## config.mk

```make
export PLATFORM = sky130hd
export DESIGN_NAME = quad_corr_top
export DESIGN_NICKNAME = d
export VERILOG_FILES = /design/src/hw/corr_pkg.sv /design/src/hw/corr_sq_bus_if.sv /design/src/hw/quad_corr_top.sv /design/src/hw/corr_power_accum.sv /design/src/hw/corr_window_fsm.sv /design/src/hw/corr_beat_counter.sv /design/src/hw/corr_add_square.sv /design/src/hw/corr_tap_align.sv
export VERILOG_INCLUDE_DIRS = /design/src /design/src/hw
export SDC_FILE = /design/constraint.sdc
export NUM_CORES = 1
export LEC_CHECK = 0
export ABC_AREA = 0
export BUFFER_PORTS_ARGS = -buffer_cell sky130_fd_sc_hd__buf_2
export CAP_MARGIN = 20
export CELL_PAD_IN_SITES_DETAIL_PLACEMENT = 2
export CELL_PAD_IN_SITES_GLOBAL_PLACEMENT = 2
export CORE_UTILIZATION = 38
export CTS_BUF_LIST = sky130_fd_sc_hd__clkbuf_4 sky130_fd_sc_hd__clkbuf_8
export CTS_CLUSTER_SIZE = 40
export DETAILED_ROUTE_END_ITERATION = 8
export PLACE_DENSITY = 0.84
export SLEW_MARGIN = 0
export SYNTH_ARGS = -nofsm -noshare
export SYNTH_HDL_FRONTEND = slang
export SYNTH_SLANG_ARGS = --single-unit
```

## constraint.sdc

```tcl
create_clock -name clk -period 6.8 [get_ports clk]
set_input_delay 1.36 -clock clk [delete_from_list [all_inputs] [get_ports clk]]
set_output_delay 1.36 -clock clk [all_outputs]
set_load 0.05 [all_outputs]
```

## src/hw/corr_consts.svh

```systemverilog
`ifndef CORR_CONSTS_SVH
`define CORR_CONSTS_SVH

// Samples per beat on each channel, slot 0 is the earliest.
`define CORR_SAMPLES    (4)
// Signed sample width.
`define CORR_IN_BITS    (3)
// One channel bus per beat.
`define CORR_CH_BITS    (12)
`define CORR_NCORRS     (4)
// Largest square is (-12)^2 = 144.
`define CORR_SQ_BITS    (8)
// Four squares per beat, at most 576.
`define CORR_BEAT_BITS  (10)
// Eight beats per window, at most 4608.
`define CORR_ACC_BITS   (13)
`define CORR_POWER_BITS (12)
`define CORR_WINDOW     (8)
// Cycles between the last window beat and the dump.
`define CORR_DRAIN      (2)
`define CORR_CNT_BITS   (4)

`endif
```

## src/hw/corr_pkg.sv

```systemverilog
package corr_pkg;

	// Offset set chosen at runtime.
	// TYPEA is 0/0/0, 0/0/-1, 0/-1/-1, 0/-1/-2.
	// TYPEB is 0/0/0, 0/0/-1, 0/0/-2, 0/-1/-2.
	// TYPEC is 0/0/0, 0/-1/0, 0/-1/-1, 0/-1/-2.
	typedef enum logic [1:0] {
		TYPEA = 2'd0,
		TYPEB = 2'd1,
		TYPEC = 2'd2
	} corr_type_e;

	// Integration window states.
	// RUN counts the window beats.
	// DRAIN waits for the pipeline to deliver the last beat.
	typedef enum logic [1:0] {
		IDLE  = 2'd0,
		RUN   = 2'd1,
		DRAIN = 2'd2
	} win_state_e;

endpackage

```

## src/hw/corr_sq_bus_if.sv

```systemverilog
`timescale 1ns/1ps
`include "corr_consts.svh"

// Per-beat sums of squares, one per correlation.
interface corr_sq_bus_if;

	// High for one cycle per in-window beat.
	logic sq_valid;
	// Beat totals, correlation k in entry k.
	logic [`CORR_NCORRS-1:0][`CORR_BEAT_BITS-1:0] beat_sum;

	// Add-and-square stage side.
	modport source (
		output sq_valid,
		output beat_sum
	);

	// Accumulator side.
	modport sink (
		input sq_valid,
		input beat_sum
	);

endinterface

```

## src/hw/quad_corr_top.sv

```systemverilog
`timescale 1ns/1ps
`include "corr_consts.svh"

module quad_corr_top (
	input  logic                       clk,
	input  logic                       arst_n_i,
	input  logic                       start_i,
	input  logic                       valid_i,
	input  corr_pkg::corr_type_e       corr_type_i,
	input  logic [`CORR_CH_BITS-1:0]   a_i,
	input  logic [`CORR_CH_BITS-1:0]   b_i,
	input  logic [`CORR_CH_BITS-1:0]   c_i,
	input  logic                       ped_load_i,
	input  logic [`CORR_NCORRS*`CORR_POWER_BITS-1:0] ped_i,
	output logic                       done_o,
	output logic [`CORR_POWER_BITS-1:0] corr0_o,
	output logic [`CORR_POWER_BITS-1:0] corr1_o,
	output logic [`CORR_POWER_BITS-1:0] corr2_o,
	output logic [`CORR_POWER_BITS-1:0] corr3_o
);

	// Tap stage to add-and-square stage.
	logic [`CORR_NCORRS-1:0][2:0][`CORR_SAMPLES-1:0][`CORR_IN_BITS-1:0] aligned;
	logic tap_valid;
	logic tap_in_window;

	// FSM and counter.
	logic in_window;
	logic cnt_load;
	logic [`CORR_CNT_BITS-1:0] cnt_val;
	logic cnt_dec;
	logic cnt_zero;
	logic acc_clear;
	logic acc_dump;

	logic [`CORR_NCORRS-1:0][`CORR_POWER_BITS-1:0] corr;

	corr_sq_bus_if sq_bus ();

	corr_tap_align u_tap_align (
		.clk(clk), .arst_n_i(arst_n_i),
		.valid_i(valid_i), .in_window_i(in_window), .corr_type_i(corr_type_i),
		.a_i(a_i), .b_i(b_i), .c_i(c_i),
		.aligned_o(aligned), .in_window_o(tap_in_window), .valid_o(tap_valid)
	);

	corr_add_square u_add_square (
		.clk(clk), .arst_n_i(arst_n_i),
		.aligned_i(aligned), .valid_i(tap_valid), .in_window_i(tap_in_window),
		.sq_bus(sq_bus.source)
	);

	corr_beat_counter u_beat_counter (
		.clk(clk), .arst_n_i(arst_n_i),
		.load_i(cnt_load), .load_val_i(cnt_val), .dec_i(cnt_dec), .zero_o(cnt_zero)
	);

	corr_window_fsm u_window_fsm (
		.clk(clk), .arst_n_i(arst_n_i),
		.start_i(start_i), .valid_i(valid_i), .cnt_zero_i(cnt_zero),
		.cnt_load_o(cnt_load), .cnt_val_o(cnt_val), .cnt_dec_o(cnt_dec),
		.acc_clear_o(acc_clear), .acc_dump_o(acc_dump), .in_window_o(in_window)
	);

	corr_power_accum u_power_accum (
		.clk(clk), .arst_n_i(arst_n_i),
		.sq_bus(sq_bus.sink), .acc_clear_i(acc_clear), .acc_dump_i(acc_dump),
		.ped_load_i(ped_load_i), .ped_i(ped_i),
		.corr_o(corr), .done_o(done_o)
	);

	assign corr0_o = corr[0];
	assign corr1_o = corr[1];
	assign corr2_o = corr[2];
	assign corr3_o = corr[3];

endmodule

```

## src/hw/corr_power_accum.sv

```systemverilog
`timescale 1ns/1ps
`include "corr_consts.svh"

module corr_power_accum (
	input  logic                       clk,
	input  logic                       arst_n_i,
	corr_sq_bus_if.sink                sq_bus,
	input  logic                       acc_clear_i,
	input  logic                       acc_dump_i,
	input  logic                       ped_load_i,
	input  logic [`CORR_NCORRS*`CORR_POWER_BITS-1:0] ped_i,
	output logic [`CORR_NCORRS-1:0][`CORR_POWER_BITS-1:0] corr_o,
	output logic                       done_o
);

	logic [`CORR_NCORRS-1:0][`CORR_ACC_BITS-1:0] acc_q;
	// Correlation k sits in bits 12k upward, same as the bus.
	logic [`CORR_NCORRS-1:0][`CORR_POWER_BITS-1:0] ped_q;
	// Accumulator including the beat on the bus this cycle.
	logic [`CORR_NCORRS-1:0][`CORR_ACC_BITS-1:0] acc_sum;
	// One extra bit so a pedestal above the sum shows as negative.
	logic [`CORR_NCORRS-1:0][`CORR_ACC_BITS:0] diff;
	logic [`CORR_NCORRS-1:0][`CORR_POWER_BITS-1:0] clamped;

	always_comb begin
		for (int k = 0; k < `CORR_NCORRS; k++) begin
			acc_sum[k] = acc_q[k];
			if (sq_bus.sq_valid)
				acc_sum[k] = acc_q[k] + `CORR_ACC_BITS'(sq_bus.beat_sum[k]);
			diff[k] = {1'b0, acc_sum[k]} - (`CORR_ACC_BITS + 1)'(ped_q[k]);
			// Clamp to 0..4095.
			if (diff[k][`CORR_ACC_BITS])
				clamped[k] = '0;
			else if (diff[k][`CORR_ACC_BITS-1:`CORR_POWER_BITS] != '0)
				clamped[k] = '1;
			else
				clamped[k] = diff[k][`CORR_POWER_BITS-1:0];
		end
	end

	always_ff @(posedge clk or negedge arst_n_i) begin
		if (!arst_n_i) begin
			acc_q  <= '0;
			ped_q  <= '0;
			corr_o <= '0;
			done_o <= 1'b0;
		end else begin
			if (acc_clear_i)
				acc_q <= '0;
			else
				acc_q <= acc_sum;
			if (ped_load_i)
				ped_q <= ped_i;
			// Results hold until the next dump.
			if (acc_dump_i)
				corr_o <= clamped;
			done_o <= acc_dump_i;
		end
	end

endmodule

```

## src/hw/corr_window_fsm.sv

```systemverilog
`timescale 1ns/1ps
`include "corr_consts.svh"

module corr_window_fsm (
	input  logic                      clk,
	input  logic                      arst_n_i,
	input  logic                      start_i,
	input  logic                      valid_i,
	input  logic                      cnt_zero_i,
	output logic                      cnt_load_o,
	output logic [`CORR_CNT_BITS-1:0] cnt_val_o,
	output logic                      cnt_dec_o,
	output logic                      acc_clear_o,
	output logic                      acc_dump_o,
	output logic                      in_window_o
);

	corr_pkg::win_state_e state_q;
	corr_pkg::win_state_e state_d;

	always_ff @(posedge clk or negedge arst_n_i) begin
		if (!arst_n_i)
			state_q <= corr_pkg::IDLE;
		else
			state_q <= state_d;
	end

	always_comb begin
		state_d     = state_q;
		cnt_load_o  = 1'b0;
		cnt_val_o   = `CORR_CNT_BITS'(`CORR_WINDOW - 1);
		cnt_dec_o   = 1'b0;
		acc_clear_o = 1'b0;
		acc_dump_o  = 1'b0;
		case (state_q)
			// Start is only honoured here.
			corr_pkg::IDLE: begin
				if (start_i) begin
					cnt_load_o  = 1'b1;
					acc_clear_o = 1'b1;
					state_d     = corr_pkg::RUN;
				end
			end
			// Counter at zero on a beat means the eighth beat.
			corr_pkg::RUN: begin
				if (valid_i) begin
					if (cnt_zero_i) begin
						cnt_load_o = 1'b1;
						cnt_val_o  = `CORR_CNT_BITS'(`CORR_DRAIN - 1);
						state_d    = corr_pkg::DRAIN;
					end else begin
						cnt_dec_o = 1'b1;
					end
				end
			end
			// Dump lands on the cycle the last beat sum arrives.
			corr_pkg::DRAIN: begin
				if (cnt_zero_i) begin
					acc_dump_o = 1'b1;
					state_d    = corr_pkg::IDLE;
				end else begin
					cnt_dec_o = 1'b1;
				end
			end
			default: state_d = corr_pkg::IDLE;
		endcase
	end

	assign in_window_o = (state_q == corr_pkg::RUN);

endmodule

```

## src/hw/corr_beat_counter.sv

```systemverilog
`timescale 1ns/1ps
`include "corr_consts.svh"

module corr_beat_counter (
	input  logic                      clk,
	input  logic                      arst_n_i,
	input  logic                      load_i,
	input  logic [`CORR_CNT_BITS-1:0] load_val_i,
	input  logic                      dec_i,
	output logic                      zero_o
);

	logic [`CORR_CNT_BITS-1:0] count_q;

	// Load wins over decrement, and the count stops at zero.
	always_ff @(posedge clk or negedge arst_n_i) begin
		if (!arst_n_i)
			count_q <= '0;
		else if (load_i)
			count_q <= load_val_i;
		else if (dec_i && count_q != '0)
			count_q <= count_q - 1'b1;
	end

	// Loaded with N-1, so zero marks the Nth event.
	assign zero_o = (count_q == '0);

endmodule

```

## src/hw/corr_add_square.sv

```systemverilog
`timescale 1ns/1ps
`include "corr_consts.svh"

module corr_add_square (
	input  logic                 clk,
	input  logic                 arst_n_i,
	input  logic [`CORR_NCORRS-1:0][2:0][`CORR_SAMPLES-1:0][`CORR_IN_BITS-1:0] aligned_i,
	input  logic                 valid_i,
	input  logic                 in_window_i,
	corr_sq_bus_if.source        sq_bus
);

	// Square of each slot of each correlation.
	logic [`CORR_NCORRS-1:0][`CORR_SAMPLES-1:0][`CORR_SQ_BITS-1:0] sq;
	// Sum of the four squares of a beat.
	logic [`CORR_NCORRS-1:0][`CORR_BEAT_BITS-1:0] beat_total;

	for (genvar k = 0; k < `CORR_NCORRS; k++) begin : g_corr
		for (genvar s = 0; s < `CORR_SAMPLES; s++) begin : g_slot
			// A+B+C spans -12 to 9, held at square width so the product fits.
			logic signed [`CORR_SQ_BITS-1:0] tri_sum;

			assign tri_sum = $signed(aligned_i[k][0][s]) + $signed(aligned_i[k][1][s])
				+ $signed(aligned_i[k][2][s]);
			// Square is at most 144 and reads as unsigned.
			assign sq[k][s] = tri_sum * tri_sum;
		end
	end

	always_comb begin
		for (int k = 0; k < `CORR_NCORRS; k++) begin
			beat_total[k] = '0;
			for (int s = 0; s < `CORR_SAMPLES; s++)
				beat_total[k] = beat_total[k] + `CORR_BEAT_BITS'(sq[k][s]);
		end
	end

	// Only beats tagged in-window reach the accumulator.
	always_ff @(posedge clk or negedge arst_n_i) begin
		if (!arst_n_i)
			sq_bus.sq_valid <= 1'b0;
		else
			sq_bus.sq_valid <= valid_i & in_window_i;
	end

	always_ff @(posedge clk) begin
		if (valid_i)
			sq_bus.beat_sum <= beat_total;
	end

endmodule

```

## src/hw/corr_tap_align.sv

```systemverilog
`timescale 1ns/1ps
`include "corr_consts.svh"

module corr_tap_align (
	input  logic                       clk,
	input  logic                       arst_n_i,
	input  logic                       valid_i,
	input  logic                       in_window_i,
	input  corr_pkg::corr_type_e       corr_type_i,
	input  logic [`CORR_CH_BITS-1:0]   a_i,
	input  logic [`CORR_CH_BITS-1:0]   b_i,
	input  logic [`CORR_CH_BITS-1:0]   c_i,
	output logic [`CORR_NCORRS-1:0][2:0][`CORR_SAMPLES-1:0][`CORR_IN_BITS-1:0] aligned_o,
	output logic                       in_window_o,
	output logic                       valid_o
);

	// Last sample of B from the previous beat.
	logic [`CORR_IN_BITS-1:0] b_last;
	// Last two samples of C, previous slot 2 in the low bits.
	logic [2*`CORR_IN_BITS-1:0] c_last;
	// Type held for the whole window.
	corr_pkg::corr_type_e type_q;

	// Channel views by delay in samples.
	logic [1:0][`CORR_CH_BITS-1:0] b_view;
	logic [2:0][`CORR_CH_BITS-1:0] c_view;

	// Per-correlation delays of B and C.
	logic [`CORR_NCORRS-1:0] b_dly;
	logic [`CORR_NCORRS-1:0][1:0] c_dly;

	// History runs on every beat, window or not.
	// The type follows the input until the window opens, so it is the value seen at start.
	always_ff @(posedge clk or negedge arst_n_i) begin
		if (!arst_n_i) begin
			b_last      <= '0;
			c_last      <= '0;
			type_q      <= corr_pkg::TYPEA;
			valid_o     <= 1'b0;
			in_window_o <= 1'b0;
		end else begin
			if (valid_i) begin
				b_last <= b_i[`CORR_CH_BITS-1 -: `CORR_IN_BITS];
				c_last <= c_i[`CORR_CH_BITS-1 -: 2*`CORR_IN_BITS];
			end
			if (!in_window_i)
				type_q <= corr_type_i;
			valid_o     <= valid_i;
			in_window_o <= in_window_i;
		end
	end

	// A delay of d moves every slot d places later and fills from history.
	assign b_view[0] = b_i;
	assign b_view[1] = {b_i[0 +: `CORR_CH_BITS-`CORR_IN_BITS], b_last};
	assign c_view[0] = c_i;
	assign c_view[1] = {c_i[0 +: `CORR_CH_BITS-`CORR_IN_BITS], c_last[`CORR_IN_BITS +: `CORR_IN_BITS]};
	assign c_view[2] = {c_i[0 +: `CORR_CH_BITS-2*`CORR_IN_BITS], c_last};

	// Offset tables, correlation 3 in the top entry.
	always_comb begin
		case (type_q)
			corr_pkg::TYPEB: begin
				b_dly = 4'b1000;
				c_dly = {2'd2, 2'd2, 2'd1, 2'd0};
			end
			corr_pkg::TYPEC: begin
				b_dly = 4'b1110;
				c_dly = {2'd2, 2'd1, 2'd0, 2'd0};
			end
			// TYPEA, and the unused code.
			default: begin
				b_dly = 4'b1100;
				c_dly = {2'd2, 2'd1, 2'd1, 2'd0};
			end
		endcase
	end

	// Aligned sets, A is never delayed.
	always_ff @(posedge clk) begin
		if (valid_i) begin
			for (int k = 0; k < `CORR_NCORRS; k++) begin
				aligned_o[k][0] <= a_i;
				aligned_o[k][1] <= b_view[b_dly[k]];
				aligned_o[k][2] <= c_view[c_dly[k]];
			end
		end
	end

endmodule

```

### Word level (Yosys, flattened, before mapping)

Index checks and enable logic that the tools add are counted.

| storage, ports and cells | value |
|---|---|
| flip-flop bits (word level) | 317 |
| input bits | 91 |
| output and inout bits | 49 |
| logic and storage cells | 203 |

| operators by class | value |
|---|---|
| add/subtract/negate cells | 53 |
| $mul | 16 |
| magnitude comparators | 8 |
| equality and inequality tests | 8 |
| multiplexer cells | 50 |
| bitwise logic cells | 1 |
| reductions and logical operators | 6 |

Operators with widths:

| kind | count |
|---|---|
| $mux W12 | 20 |
| $mul A8 B8 Y8 | 16 |
| $bmux W12 S2 | 4 |
| $add A10 B8 Y10 | 8 |
| $add A4 B3 Y5 | 16 |
| $add A3 B3 Y4 | 16 |
| $sub A13 B12 Y14 | 4 |
| $add A13 B10 Y13 | 4 |
| $mux W13 | 4 |
| $mux W52 | 1 |
| $add A8 B8 Y9 | 4 |
| $mux W4 | 4 |
| $pmux W6 S2 | 1 |
| $lt A2 B3 Y1 const B | 3 |
| $mux W2 | 4 |
| $ne A2 B2 Y1 const B | 4 |
| $mux W1 | 7 |
| $lt A1 B2 Y1 const B | 3 |
| $pmux W2 S3 | 1 |
| $pmux W3 S2 | 1 |
| $eq A2 B1 Y1 const B | 2 |
| $eq A2 B2 Y1 const B | 2 |
| $logic_not A4 Y1 | 1 |
| $pmux W1 S2 | 2 |
| other kinds (10) | 10 |

### Longest topological paths before layout

Gate-level depths: netlist of run 1.

| depth | value |
|---|---|
| word-level depth | 7 |
| depth in mapped cells | 30 |
| gate-level depth less buffers | 30 |

### Hierarchy

A second synthesis of run 1 with hierarchy kept.

| second synthesis, totals | value |
|---|---|
| cells, all modules | 2,952 |
| area, all modules | 29,798.6 µm² |

Modules (own cells, without submodules):

| module | instances | cells an instance | area an instance (µm²) | sequential area each (µm²) |
|---|---|---|---|---|
| corr_add_square | 1 | 1,533 | 14,764.2 | 1,226.2 |
| corr_power_accum | 1 | 1,138 | 10,163.5 | 3,728.6 |
| corr_tap_align | 1 | 225 | 4,357.9 | 3,118.0 |
| corr_window_fsm | 1 | 29 | 260.2 | 50.0 |
| corr_beat_counter | 1 | 27 | 252.7 | 100.1 |

### Worst setup path before layout of run 1

Ideal clock, no wire load.

| timing | value |
|---|---|
| kind | reg-to-reg |
| start point | register u_tap_align.aligned_o[5] (netlist name) |
| end point | register u_add_square.sq_bus.beat_sum[19] (data pin) |
| library setup time | 0.257 ns |
| data arrival time | 6.537 ns |
| data required time | 6.543 ns |
| slack | 0.006 ns |
| cell stages (with the launch flop) | 29 |
| buffers on the path | 0 |
| clock period less this slack | 6.794 ns |
| path through | edfxtp_1 inv_1 fa_1 inv_1 ha_1 nand2_1 nor2_1 a31oi_1 o21ai_0 nand2_1 fa_1 inv_1 fa_1 fa_1 inv_1 fa_1 inv_1 ha_1 a21oi_1 xnor2_1 fa_1 inv_1 ha_1 inv_1 o21bai_1 a21oi_1 nor2b_1 o21ai_0 nand2b_1 |

RTL lines:

| what | line | RTL |
|---|---|---|
| end signal, assigned | corr_add_square.sv:48 | `sq_bus.beat_sum <= beat_total;` |
| end, declared | corr_sq_bus_if.sv:15 | `output beat_sum` |

==> summary.md, run 1 <==
| Metric | Value |
|---|---|
| Multi-input gate area | `roughly 0.021 sq mm` |
| Clock sink total | `between 300 and 400` |
| Worst path arrival time | `a little under 8000 ps` |
| Initial antenna violation count | `2` |
| Die Ht | `~280 um` |
| Crit path largest cell delay | `roughly 630 ps` |
| Clock-pin slew on the worst setup and hold paths | `around 70 ps` |
| Post-Syn Area | `about 0.029 sq mm` |
| Area growth syn-to-layout | `21.0%` |
| Slowest CP cell | `fa_2` |
| Post-DR vias/cell | `around 5.7` |
| Num ports | `140` |
| Critical path's top delay family | `adder cells` |
| Die Width | `~280 um` |
| Critical path cell sequence | `buf_4, fa_2, ha_1, inv_1, a2111oi_4, a21oi_2, or2_2, fa_2, fa_2, inv_1, fa_1, inv_1, fa_1, inv_1, a21o_1, a21oi_1, xnor2_1, xnor2_1, fa_1, inv_2, ha_4, nor2b_4, o21ai_2, nand2b_1` |
| Number of CTS-inserted buffers | `57` |
| Yosys top cell by area | `fa_1` |
| First-pass GRT wire length | `roughly 170 mm` |
| Initial core utilization | `between 30% and 40%` |
| Top cell by count, worst path | `inv_1` |
| H-tree levels | `2` |
| IO Port Bufs | `139` |
| Max-Cap Viols | `0` |
| PnR worst setup slack | `-479 ps` |
| Final hold slack | `~470 ps` |
| Slew Limit Fails | `0` |
| Critical Path Start Type | `register` |
| R2R depth | `24` |
| Placer congestion estimate | `around 0.85` |
| RR Endpoint | `u_add_square.sq_bus.beat_sum[39]` |
| Critical path depth | `24` |
| Drt pass-1 iters | `5` |
| CP bufs+invs | `6` |
| Commonest non-fill, non-tap cell in the layout | `inv_1` |
| Grt ovf | `0` |
| Hold Crit Class | `reg -> reg` |
| Root buf cell | `clkbuf_8` |
| Row count | `100` |
| Mapped Cells | `between 2000 and 3000` |
| Top cell type's share of synthesized area | `about 18%` |
| Number of synthesized flops with an enable pin | `133` |
| Internal reg-to-reg setup slack | `-480 ps` |
| Initial DRC count | `approximately 1300` |
| Worst skew pair latency | `just over 700 ps` |
| Largest net degree at the start of global routing | `93` |
| Worst slew margin | `between 20% and 30%` |
| Yosys reg bits | `a little over 300` |
| Failing checks | `negative setup slack` |
| TritonCTS clock tree | `built` |
| Crit Path Class | `reg -> reg` |
| Critical Path Fanout Max | `4` |
| Full die area | `a little under 0.08 sq mm` |
| Synth warnings | `0` |
| Routed Wire Length | `around 120 mm` |
| Seq. cell area | `0.00822 sq mm` |
| Setup Viol. Count Final | `17` |
| Hold endpoint | `u_power_accum.corr_o[10]` |
| Worst Max-Slew Pin Slew | `around 1100 ps` |
| Final setup TNS | `-5380 ps` |
| Primary FF master, synth | `dfrtp_1` |
| Crit. End Element | `register` |
| DRC | `0` |
| Hold Crit Depth | `2` |
| Via count | `23800` |
| Floorplan core area | `roughly 0.075 sq mm` |
| Unrepaired setup endpoints after global routing | `yes` |
| Most frequent cells in the layout | `inv_1, ha_1, fa_1, nand2_1, dfrtp_1` |
| Worst Path Required | `around 7300 ps` |
| Final Critical Period | `about 7300 ps` |
| Fin crit share | `107%` |
| Distinct cells, synth | `between 70 and 80` |
| Synth area leaders | `fa_1, dfrtp_1, edfxtp_1` |
| Vias in the first global route | `27700` |
| Hold Path Origin | `u_power_accum.corr_o[10]` |
| HPWL after DPL | `between 70 and 80 mm` |
| Avg Cell Area, Syn | `roughly 10 sq um` |
| Antenna Violating Nets Remaining | `0` |
| WL per Instance | `28.9 um` |
| Clock Skew | `just over 50 ps` |
| Layout cells sized above 1 | `around 25%` |
| Fmax | `137 MHz` |
| Post-synth ARST share | `a little under three fifths` |
| R2r startpoint | `u_tap_align.aligned_o[11]` |
| Seq/Total Area, Yosys | `28.5%` |
| Deepest clock path buffer count | `3` |
| Final hold violation count | `0` |
| Filler cells | `between 7000 and 8000` |
| Nets | `3851` |
| Total GRT Usage | `28.5%` |
| Status | `finished, violations left` |
-- worst register-to-register path, stage by stage, from the launching register on --
cell	delay (ps)
edfxtp_1	500
buf_4	200
fa_2	510
ha_1	360
inv_1	110
a2111oi_4	310
a21oi_2	130
or2_2	340
fa_2	600
fa_2	640
inv_1	80
fa_1	570
inv_1	80
fa_1	480
inv_1	100
a21o_1	160
a21oi_1	130
xnor2_1	270
xnor2_1	140
fa_1	630
inv_2	90
ha_4	240
nor2b_4	130
o21ai_2	160
nand2b_1	70
-- stage by stage --
step           utilization, %  worst slack, ps  cells  instance area, sq um
6_report                 46.7             -479   4210                 34900
5_1_grt                  46.7             -581   4209                 34900
4_1_cts                  45.4            -20.8   4187                 33900
3_5_place_dp             41.9             -741   4048                 31300
3_3_place_gp             41.9            -89.8   4048                 31300
2_1_floorplan               -             6.13   2898                 28900
-- layout make-up --
class,instances,share of cell area [%]
sequential,302,23.6
tap,969,3.48
clock buffer,78,2.83
timing repair buffer,286,5.47
inverter,415,4.49
clock inverter,29,0.610
antenna,2,0.0144
multi-input combinational,2129,59.5
-- cell families after synthesis --
logic type,after synthesis,synth area share [%]
other cells,2,0.0261
buf+inv,467,6.14
fa+ha+maj,569,31.5
simple gates,691,11.8
mux,72,2.78
xor+xnor,257,7.81
flops,302,28.5
compound gates,516,11.4
-- worst max-delay path by stage --
stage,start,endpoint
final,u_tap_align.aligned_o[11],u_add_square.sq_bus.beat_sum[39]
after global routing,u_tap_align.aligned_o[11],u_add_square.sq_bus.beat_sum[39]
after CTS,u_tap_align.aligned_o[4],u_add_square.sq_bus.beat_sum[39]
after detailed placement,u_tap_align.aligned_o[4],u_add_square.sq_bus.beat_sum[39]
after global placement,u_tap_align.aligned_o[2],u_add_square.sq_bus.beat_sum[39]
after floorplan,u_tap_align.aligned_o[5],u_add_square.sq_bus.beat_sum[19]
-- cell usage after synthesis (11+ instances only) --
library cell	instances
inv_1	413
ha_1	308
fa_1	261
nand2_1	226
xnor2_1	180
dfrtp_1	169
a21oi_1	143
edfxtp_1	133
nor2_1	133
o21ai_0	131
and2_1	99
xor2_1	77
a21o_1	71
mux2_2	65
nor2b_1	64
nand2b_1	49
clkbuf_1	42
o21a_1	31
or2_2	31
nor3_1	23
nand3_1	20
a31oi_1	17
a22o_1	16
o21bai_1	16
a2111oi_0	14
and3_1	11
-- repair_timing --
action                                  in CTS  in global routing
pin swaps                                  140                137
setup buffers                               32                 24
endpoints found under the setup margin      21                 19
gates resized for setup                    237                164
hold endpoints to repair                     0                  0
hold buffers                                 0                  0
-- routing by layer --
metal	vias up	global-route usage (%)	part of all wire, %
met5	-	0	0
met4	0	15.6	7.4
met3	494	3.81	4.1
met2	920	53.2	52
met1	12200	31.0	36
li1	10100	-	-
-- sequential cells by signal, indices dropped and copies added, names as in the netlist --
name	flops
u_add_square.sq_bus.beat_sum	40
u_power_accum.acc_q	52
u_tap_align.c_last	6
u_beat_counter.count_q	4
u_window_fsm.state_q	2
u_tap_align.type_q	2
u_tap_align.valid_o	1
u_add_square.sq_bus.sq_valid	1
u_power_accum.corr_o	48
u_tap_align.b_last	3
u_tap_align.aligned_o	93
u_power_accum.done_o	1
u_tap_align.in_window_o	1
u_power_accum.ped_q	48
Power of run 1 is not shown: default switching activity piles up to over one toggle a cycle in this logic, so the estimate is an artifact.
==> run 2, diff against run 1 <==
--- a/config.mk
+++ b/config.mk
@@ -6,12 +6,12 @@
 export SDC_FILE = /design/constraint.sdc
 export NUM_CORES = 1
 export LEC_CHECK = 0
-export ABC_AREA = 0
+export ABC_AREA = 1
 export BUFFER_PORTS_ARGS = -buffer_cell sky130_fd_sc_hd__buf_2
 export CAP_MARGIN = 20
 export CELL_PAD_IN_SITES_DETAIL_PLACEMENT = 2
 export CELL_PAD_IN_SITES_GLOBAL_PLACEMENT = 2
-export CORE_UTILIZATION = 38
+export CORE_UTILIZATION = 36
 export CTS_BUF_LIST = sky130_fd_sc_hd__clkbuf_4 sky130_fd_sc_hd__clkbuf_8
 export CTS_CLUSTER_SIZE = 40
 export DETAILED_ROUTE_END_ITERATION = 8
==> run 2 against run 1 <==
Effect of this change:
- the run still ends with negative setup slack left
- via count up 6.6%
- routed wire length down 2.5%
- first-iteration DRC count down 2.3%
- cell count up 14%
- non-clock buffer count down 6
- core utilization down 3.1 points
- critical path type unchanged
==> summary.md, run 2 <==
| Metric | Value |
|---|---|
| Status | `finished, violations left` |
| Failing checks | `negative setup slack` |
| R2R depth | `27` |
| HPWL after DPL | `about 76 mm` |
| Largest reg by FF count | `u_tap_align.aligned_o` |
| Crit. End Element | `register` |
| Deepest clock path buffer count | `3` |
| PnR worst setup slack | `-365 ps` |
| Largest register FFs | `93` |
| DRC | `0` |
| Number of synthesized flops with an enable pin | `133` |
| Synth warnings | `0` |
| R2r startpoint | `u_tap_align.aligned_o[2]` |
| Die Width | `around 290 um` |
| Worst path arrival time | `between 7000 and 8000 ps` |
| Commonest non-fill, non-tap cell in the layout | `nand2_1` |
| Die Ht | `about 290 um` |
| Initial core utilization | `36.6%` |
| Final instance area | `0.0346 sq mm` |
| Total GRT Usage | `~28%` |
| Max-Cap Viols | `0` |
| Post-synth ARST share | `around 56%` |
| Row count | `about 100` |
| Crit Path Class | `reg -> reg` |
| Worst Max-Slew Pin Slew | `about 1100 ps` |
| Fmax | `~140 MHz` |
| Distinct cells, synth | `42` |
| Placer congestion estimate | `0.821` |
| Yosys top cell by area | `fa_1` |
| Antenna Violating Nets Remaining | `0` |
| Final hold violation count | `0` |
| Number of CTS-inserted buffers | `58` |
| Post-DR vias/cell | `approximately 5.3` |
| Vias in the first global route | `~30000` |
| Largest net degree at the start of global routing | `93` |
| Most frequent cells in the layout | `nand2_1, inv_1, ha_1, fa_1, nor2_1` |
| Slew Limit Fails | `0` |
| Top cell type's share of synthesized area | `18.0%` |
| Nets | `between 4000 and 5000` |
| Final hold slack | `446 ps` |
| H-tree levels | `2` |
| Initial DRC count | `roughly 1300` |
| Layout cells sized above 1 | `between 10% and 20%` |
| Setup Viol. Count Final | `15` |
| Clock sink total | `302` |
| Synth area leaders | `fa_1, dfrtp_1, edfxtp_1` |
| Clock-pin slew on the worst setup and hold paths | `roughly 70 ps` |
| Worst skew pair latency | `720 ps` |
| Grt ovf | `0` |
| Fin crit share | `105%` |
| First-pass GRT wire length | `approximately 180 mm` |
| Critical Path Start Type | `register` |
| Worst slew margin | `roughly 29%` |
| Largest regs | `u_tap_align.aligned_o x93, u_power_accum.acc_q x52` |
| Drt pass-1 iters | `5` |
| Hold Crit Depth | `0` |
| Yosys reg bits | `around 300` |
| Avg Cell Area, Syn | `about 8.6 sq um` |
| IO Port Bufs | `139` |
| Mapped Cells | `~3400` |
| Post-synth top cells | `nand2_1, inv_1, ha_1` |
| Hold endpoint | `u_tap_align.aligned_o[134]` |
| Hold Crit Class | `reg -> reg` |
| Seq/Total Area, Yosys | `approximately 28%` |
| Initial antenna violation count | `1` |
| Via count | `25400` |
| WL per Instance | `~25 um` |
| Internal reg-to-reg setup slack | `-370 ps` |
| Final Critical Period | `a little over 7000 ps` |
| Area growth syn-to-layout | `19.0%` |
| Full die area | `slightly above 0.08 sq mm` |
| RR Endpoint | `u_add_square.sq_bus.beat_sum[28]` |
| Hold Path Origin | `u_tap_align.c_last[2]` |
| Clock Skew | `approximately 43 ps` |
| Post-Syn Area | `just under 0.03 sq mm` |
| Num ports | `140` |
| Post-DP Area | `about 0.032 sq mm` |
| Root buf cell | `clkbuf_8` |
| Critical Path Fanout Max | `4` |
| TritonCTS clock tree | `built` |
| Primary FF master, synth | `dfrtp_1` |
| Unrepaired setup endpoints after global routing | `yes` |
| Floorplan core area | `approximately 0.08 sq mm` |
| Routed Wire Length | `roughly 120 mm` |
| Count leader, synth | `nand2_1` |
| Worst Path Required | `between 7000 and 8000 ps` |
## run 2: repair_timing
| item | CTS | global route |
|---|---|---|
| resized for setup | 176 | 156 |
| setup endpoints to repair | 20 | 20 |
| hold buffers | 0 | 0 |
| buffers inserted | 34 | 21 |
| hold endpoints to repair | 0 | 0 |
| pin swaps | 99 | 127 |
## run 2: through the flow
| step | util (%) | TNS, ps | setup slack, ps | cells |
|---|---|---|---|---|
| 2_1_floorplan | - | 0 | 52.4 | 3408 |
| 3_3_place_gp | 39.8 | -87.2 | -39.7 | 4632 |
| 3_5_place_dp | 39.8 | -6160 | -573 | 4632 |
| 4_1_cts | 42.6 | -13.9 | -13.9 | 4775 |
| 5_1_grt | 43.6 | -5250 | -514 | 4794 |
| 6_report | 43.6 | -2920 | -365 | 4794 |
## run 2: routing by layer
metal / track usage, % / share of wire [%] / up-vias
met5: 0 / 0 / -
met4: 14.4 / 6.7 / 0
met3: 3.66 / 4.0 / 446
met2: 52.1 / 52 / 884
met1: 30.3 / 37 / 12800
li1: - / - / 11200
## run 2: critical path, cell delays in order, from the launching register on
cell	delay [ps]
edfxtp_1	450
buf_6	160
buf_4	130
fa_2	720
ha_4	280
or2_4	270
nand2_4	80
inv_1	90
nand2_2	140
fa_1	470
fa_1	580
inv_2	50
fa_1	500
buf_4	170
ha_1	310
nand3_1	80
nand3_1	100
xor2_1	190
ha_1	440
inv_1	130
o21ai_2	190
xnor2_2	110
fa_1	590
inv_2	60
ha_4	230
a21o_1	240
nand2_2	110
nand2_1	70
## run 2: worst max path at each step
| stage | startpoint | endpoint | slack [ps] | cells past startpoint |
|---|---|---|---|---|
| after global placement | u_tap_align.aligned_o[4] | u_add_square.sq_bus.beat_sum[18] | -40 | 29 |
| after detailed placement | u_tap_align.aligned_o[5] | u_add_square.sq_bus.beat_sum[28] | -570 | 27 |
| after floorplan | u_tap_align.aligned_o[5] | u_add_square.sq_bus.beat_sum[18] | 50 | 28 |
| after CTS | u_tap_align.aligned_o[2] | u_add_square.sq_bus.beat_sum[18] | -10 | 31 |
| final | u_tap_align.aligned_o[2] | u_add_square.sq_bus.beat_sum[28] | -370 | 27 |
| after global routing | u_tap_align.aligned_o[124] | u_add_square.sq_bus.beat_sum[9] | -510 | 29 |
## run 2: logic make-up after synthesis
kind of cell,synth area share [%]
other cells,0.0258
buf+inv,9.15
xor+xnor,7.29
mux,0.331
compound gates,7.03
flops,28.3
simple gates,16.6
fa+ha+maj,31.2
## run 2: final cells by class
cell class              instances  area (sq um)
inverters                     636          2410
diodes                          1          2.50
multi-input cells            2416         19500
well taps                    1050          1310
fillers                      8724         44800
clock buffers                  83          1030
flip-flops and latches        302          8230
clock inverters                26           244
repair buffers                280          1830
Power of run 2 is left out for the same reason.
==> run 3, diff against run 2 <==
--- a/config.mk
+++ b/config.mk
@@ -15,7 +15,9 @@
 export CTS_BUF_LIST = sky130_fd_sc_hd__clkbuf_4 sky130_fd_sc_hd__clkbuf_8
 export CTS_CLUSTER_SIZE = 40
 export DETAILED_ROUTE_END_ITERATION = 8
+export HOLD_SLACK_MARGIN = 0.02
 export PLACE_DENSITY = 0.84
+export SKIP_LAST_GASP = 1
 export SLEW_MARGIN = 0
 export SYNTH_ARGS = -nofsm -noshare
 export SYNTH_HDL_FRONTEND = slang
==> run 3 against run 2 <==
Effect of this change:
- the run still ends with negative setup slack left
- routed wire length grew 1.1%
- cell area is essentially flat
- critical path depth grew 3
- fmax shrank 0.74%
- sequential share of layout area is essentially flat
- flip-flop and latch count is the same
- core utilization is essentially flat
- hold slack gained 3.0 ps
- first-iteration DRC count grew 14%
- global-route usage is the same
- setup slack lost 53 ps
==> summary.md, run 3 (synthesis results as in run 2) <==
| Metric | Value |
|---|---|
| Final core occ | `between 40% and 50%` |
| M3 GR Usage | `between 3 and 4%` |
| Largest register FFs | `a little over 90` |
| Die Ht | `286 um` |
| TritonCTS clock tree | `built` |
| Largest net degree at the start of global routing | `between 90 and 100` |
| Floorplan core area | `a little under 0.08 sq mm` |
| Initial core utilization | `between 30% and 40%` |
| Top cell by count, worst path | `inv_1` |
| Antenna Violating Nets Remaining | `0` |
| PnR worst setup slack | `-419 ps` |
| Via count | `25400` |
| Dpl cells | `between 4000 and 5000` |
| Drt pass-1 iters | `5` |
| Hold Crit Depth | `0` |
| Fin crit share | `106%` |
| Row count | `103` |
| Hold_buf cts | `0` |
| Commonest non-fill, non-tap cell in the layout | `nand2_1` |
| Worst path arrival time | `around 7700 ps` |
| Clock-pin slew on the worst setup and hold paths | `roughly 70 ps` |
| Slew Limit Fails | `0` |
| GR Util met2 | `between 50% and 60%` |
| Area growth syn-to-layout | `19.0%` |
| Worst Max-Slew Pin Slew | `roughly 1100 ps` |
| Placer congestion estimate | `0.821` |
| Worst slew margin | `just under 30%` |
| Clock sink total | `approximately 300` |
| Max-Cap Viols | `0` |
| Grt met1 use | `between 30 and 40%` |
| Full die area | `between 0.08 and 0.09 sq mm` |
| Pre-CTS WS | `-573 ps` |
| Grt ovf | `0` |
| Root buf cell | `clkbuf_8` |
| Worst skew pair latency | `approximately 730 ps` |
| Final hold violation count | `0` |
| Final setup TNS | `-4110 ps` |
| H-tree levels | `2` |
| Largest regs | `u_tap_align.aligned_o x93, u_power_accum.acc_q x52` |
| Initial antenna violation count | `1` |
| Hold Crit Class | `reg -> reg` |
| Num ports | `140` |
| Largest reg by FF count | `u_tap_align.aligned_o` |
| Global-route layer with the greatest usage | `met2` |
| Crit path largest cell delay | `650 ps` |
| Seq. cell area | `0.00823 sq mm` |
| Setup Viol. Count Final | `16` |
| First-pass GRT wire length | `175 mm` |
| Crit Path Class | `reg -> reg` |
| Routed Wire Length | `about 120 mm` |
| Filler cells | `a little under 9000` |
| Crit. End Element | `register` |
| Critical Path Fanout Max | `4` |
| Nets | `approximately 4400` |
| Layout cells sized above 1 | `between 10% and 20%` |
| Deepest clock path buffer count | `3` |
| Final Critical Period | `between 7000 and 8000 ps` |
| WL per Instance | `25.0 um` |
| Unrepaired setup endpoints after global routing | `yes` |
| Clock Skew | `50.5 ps` |
| Post-route insts no fill | `between 4000 and 5000` |
| Total GRT Usage | `between 20% and 30%` |
| Slowest CP cell | `fa_1` |
| Number of CTS-inserted buffers | `a little under 60` |
| Most frequent cells in the layout | `nand2_1, inv_1, ha_1, fa_1, nor2_1` |
| Fmax | `~140 MHz` |
| R2R depth | `30` |
| Initial DRC count | `1489` |
| Critical Path Start Type | `register` |
| Die Width | `286 um` |
| HPWL after DPL | `approximately 76 mm` |
| Status | `finished, violations left` |
| DRC | `0` |
| Worst Path Required | `7260 ps` |
| Post-DR vias/cell | `about 5.3` |
| Multi-input gate area | `roughly 0.020 sq mm` |
| IO Port Bufs | `139` |
| Vias in the first global route | `between 20000 and 30000` |
| Failing checks | `negative setup slack` |
==> run 3: through the flow <==
step                      cell area [sq um]  hold WS, ps
after floorplan                       29100          409
after global placement                31600          414
after detailed placement              31600          440
after CTS                             33800          447
after global routing                  34600          467
final                                 34600          449
==> run 3: timing repair <==
item | CTS | global route
gates resized for setup | 176 | 153
pin swaps | 99 | 126
setup endpoints to repair | 20 | 20
buffers inserted | 34 | 21
==> run 3: cell type report <==
cell class / count / share of cell area (%)
Tap cell: 1050 / 3.80
Multi-Input combinational cell: 2416 / 56.5
Inverter: 636 / 6.96
Clock buffer: 83 / 2.98
Antenna cell: 2 / 0.0145
Timing Repair Buffer: 280 / 5.28
Sequential cell: 302 / 23.8
Clock inverter: 26 / 0.705
==> run 3: metal layers <==
metal | share of wire [%] | up-vias
li1 | - | 11200
met1 | 37 | 12700
met2 | 52 | 919
met3 | 4.3 | 501
met4 | 6.9 | 2
met5 | 0.11 | -
==> run 3: path summary, 6_finish.rpt <==
path	end	slack (ps)	start
worst max-delay path	u_add_square.sq_bus.beat_sum[28]	-420	u_tap_align.aligned_o[4]
worst min-delay path	u_tap_align.aligned_o[134]	450	u_tap_align.c_last[2]
worst max register to register	u_add_square.sq_bus.beat_sum[28]	-420	u_tap_align.aligned_o[4]
worst min register to register	u_tap_align.aligned_o[134]	450	u_tap_align.c_last[2]
max in group asynchronous	u_power_accum.corr_o[15]	4890	arst_n_i
min in group asynchronous	u_power_accum.corr_o[39]	690	arst_n_i
==> run 3: critical path, delay by kind of cell (launching register included) <==
family,cells,cell delay (ps)
AOI/OAI and AO/OA,3,460
and+or+nand+nor,6,750
adders and majority gates,9,3810
DFF,1,410
buffers and inverters,9,910
xor gates and xnor gates,3,640
Power of run 3 is left out for the same reason.
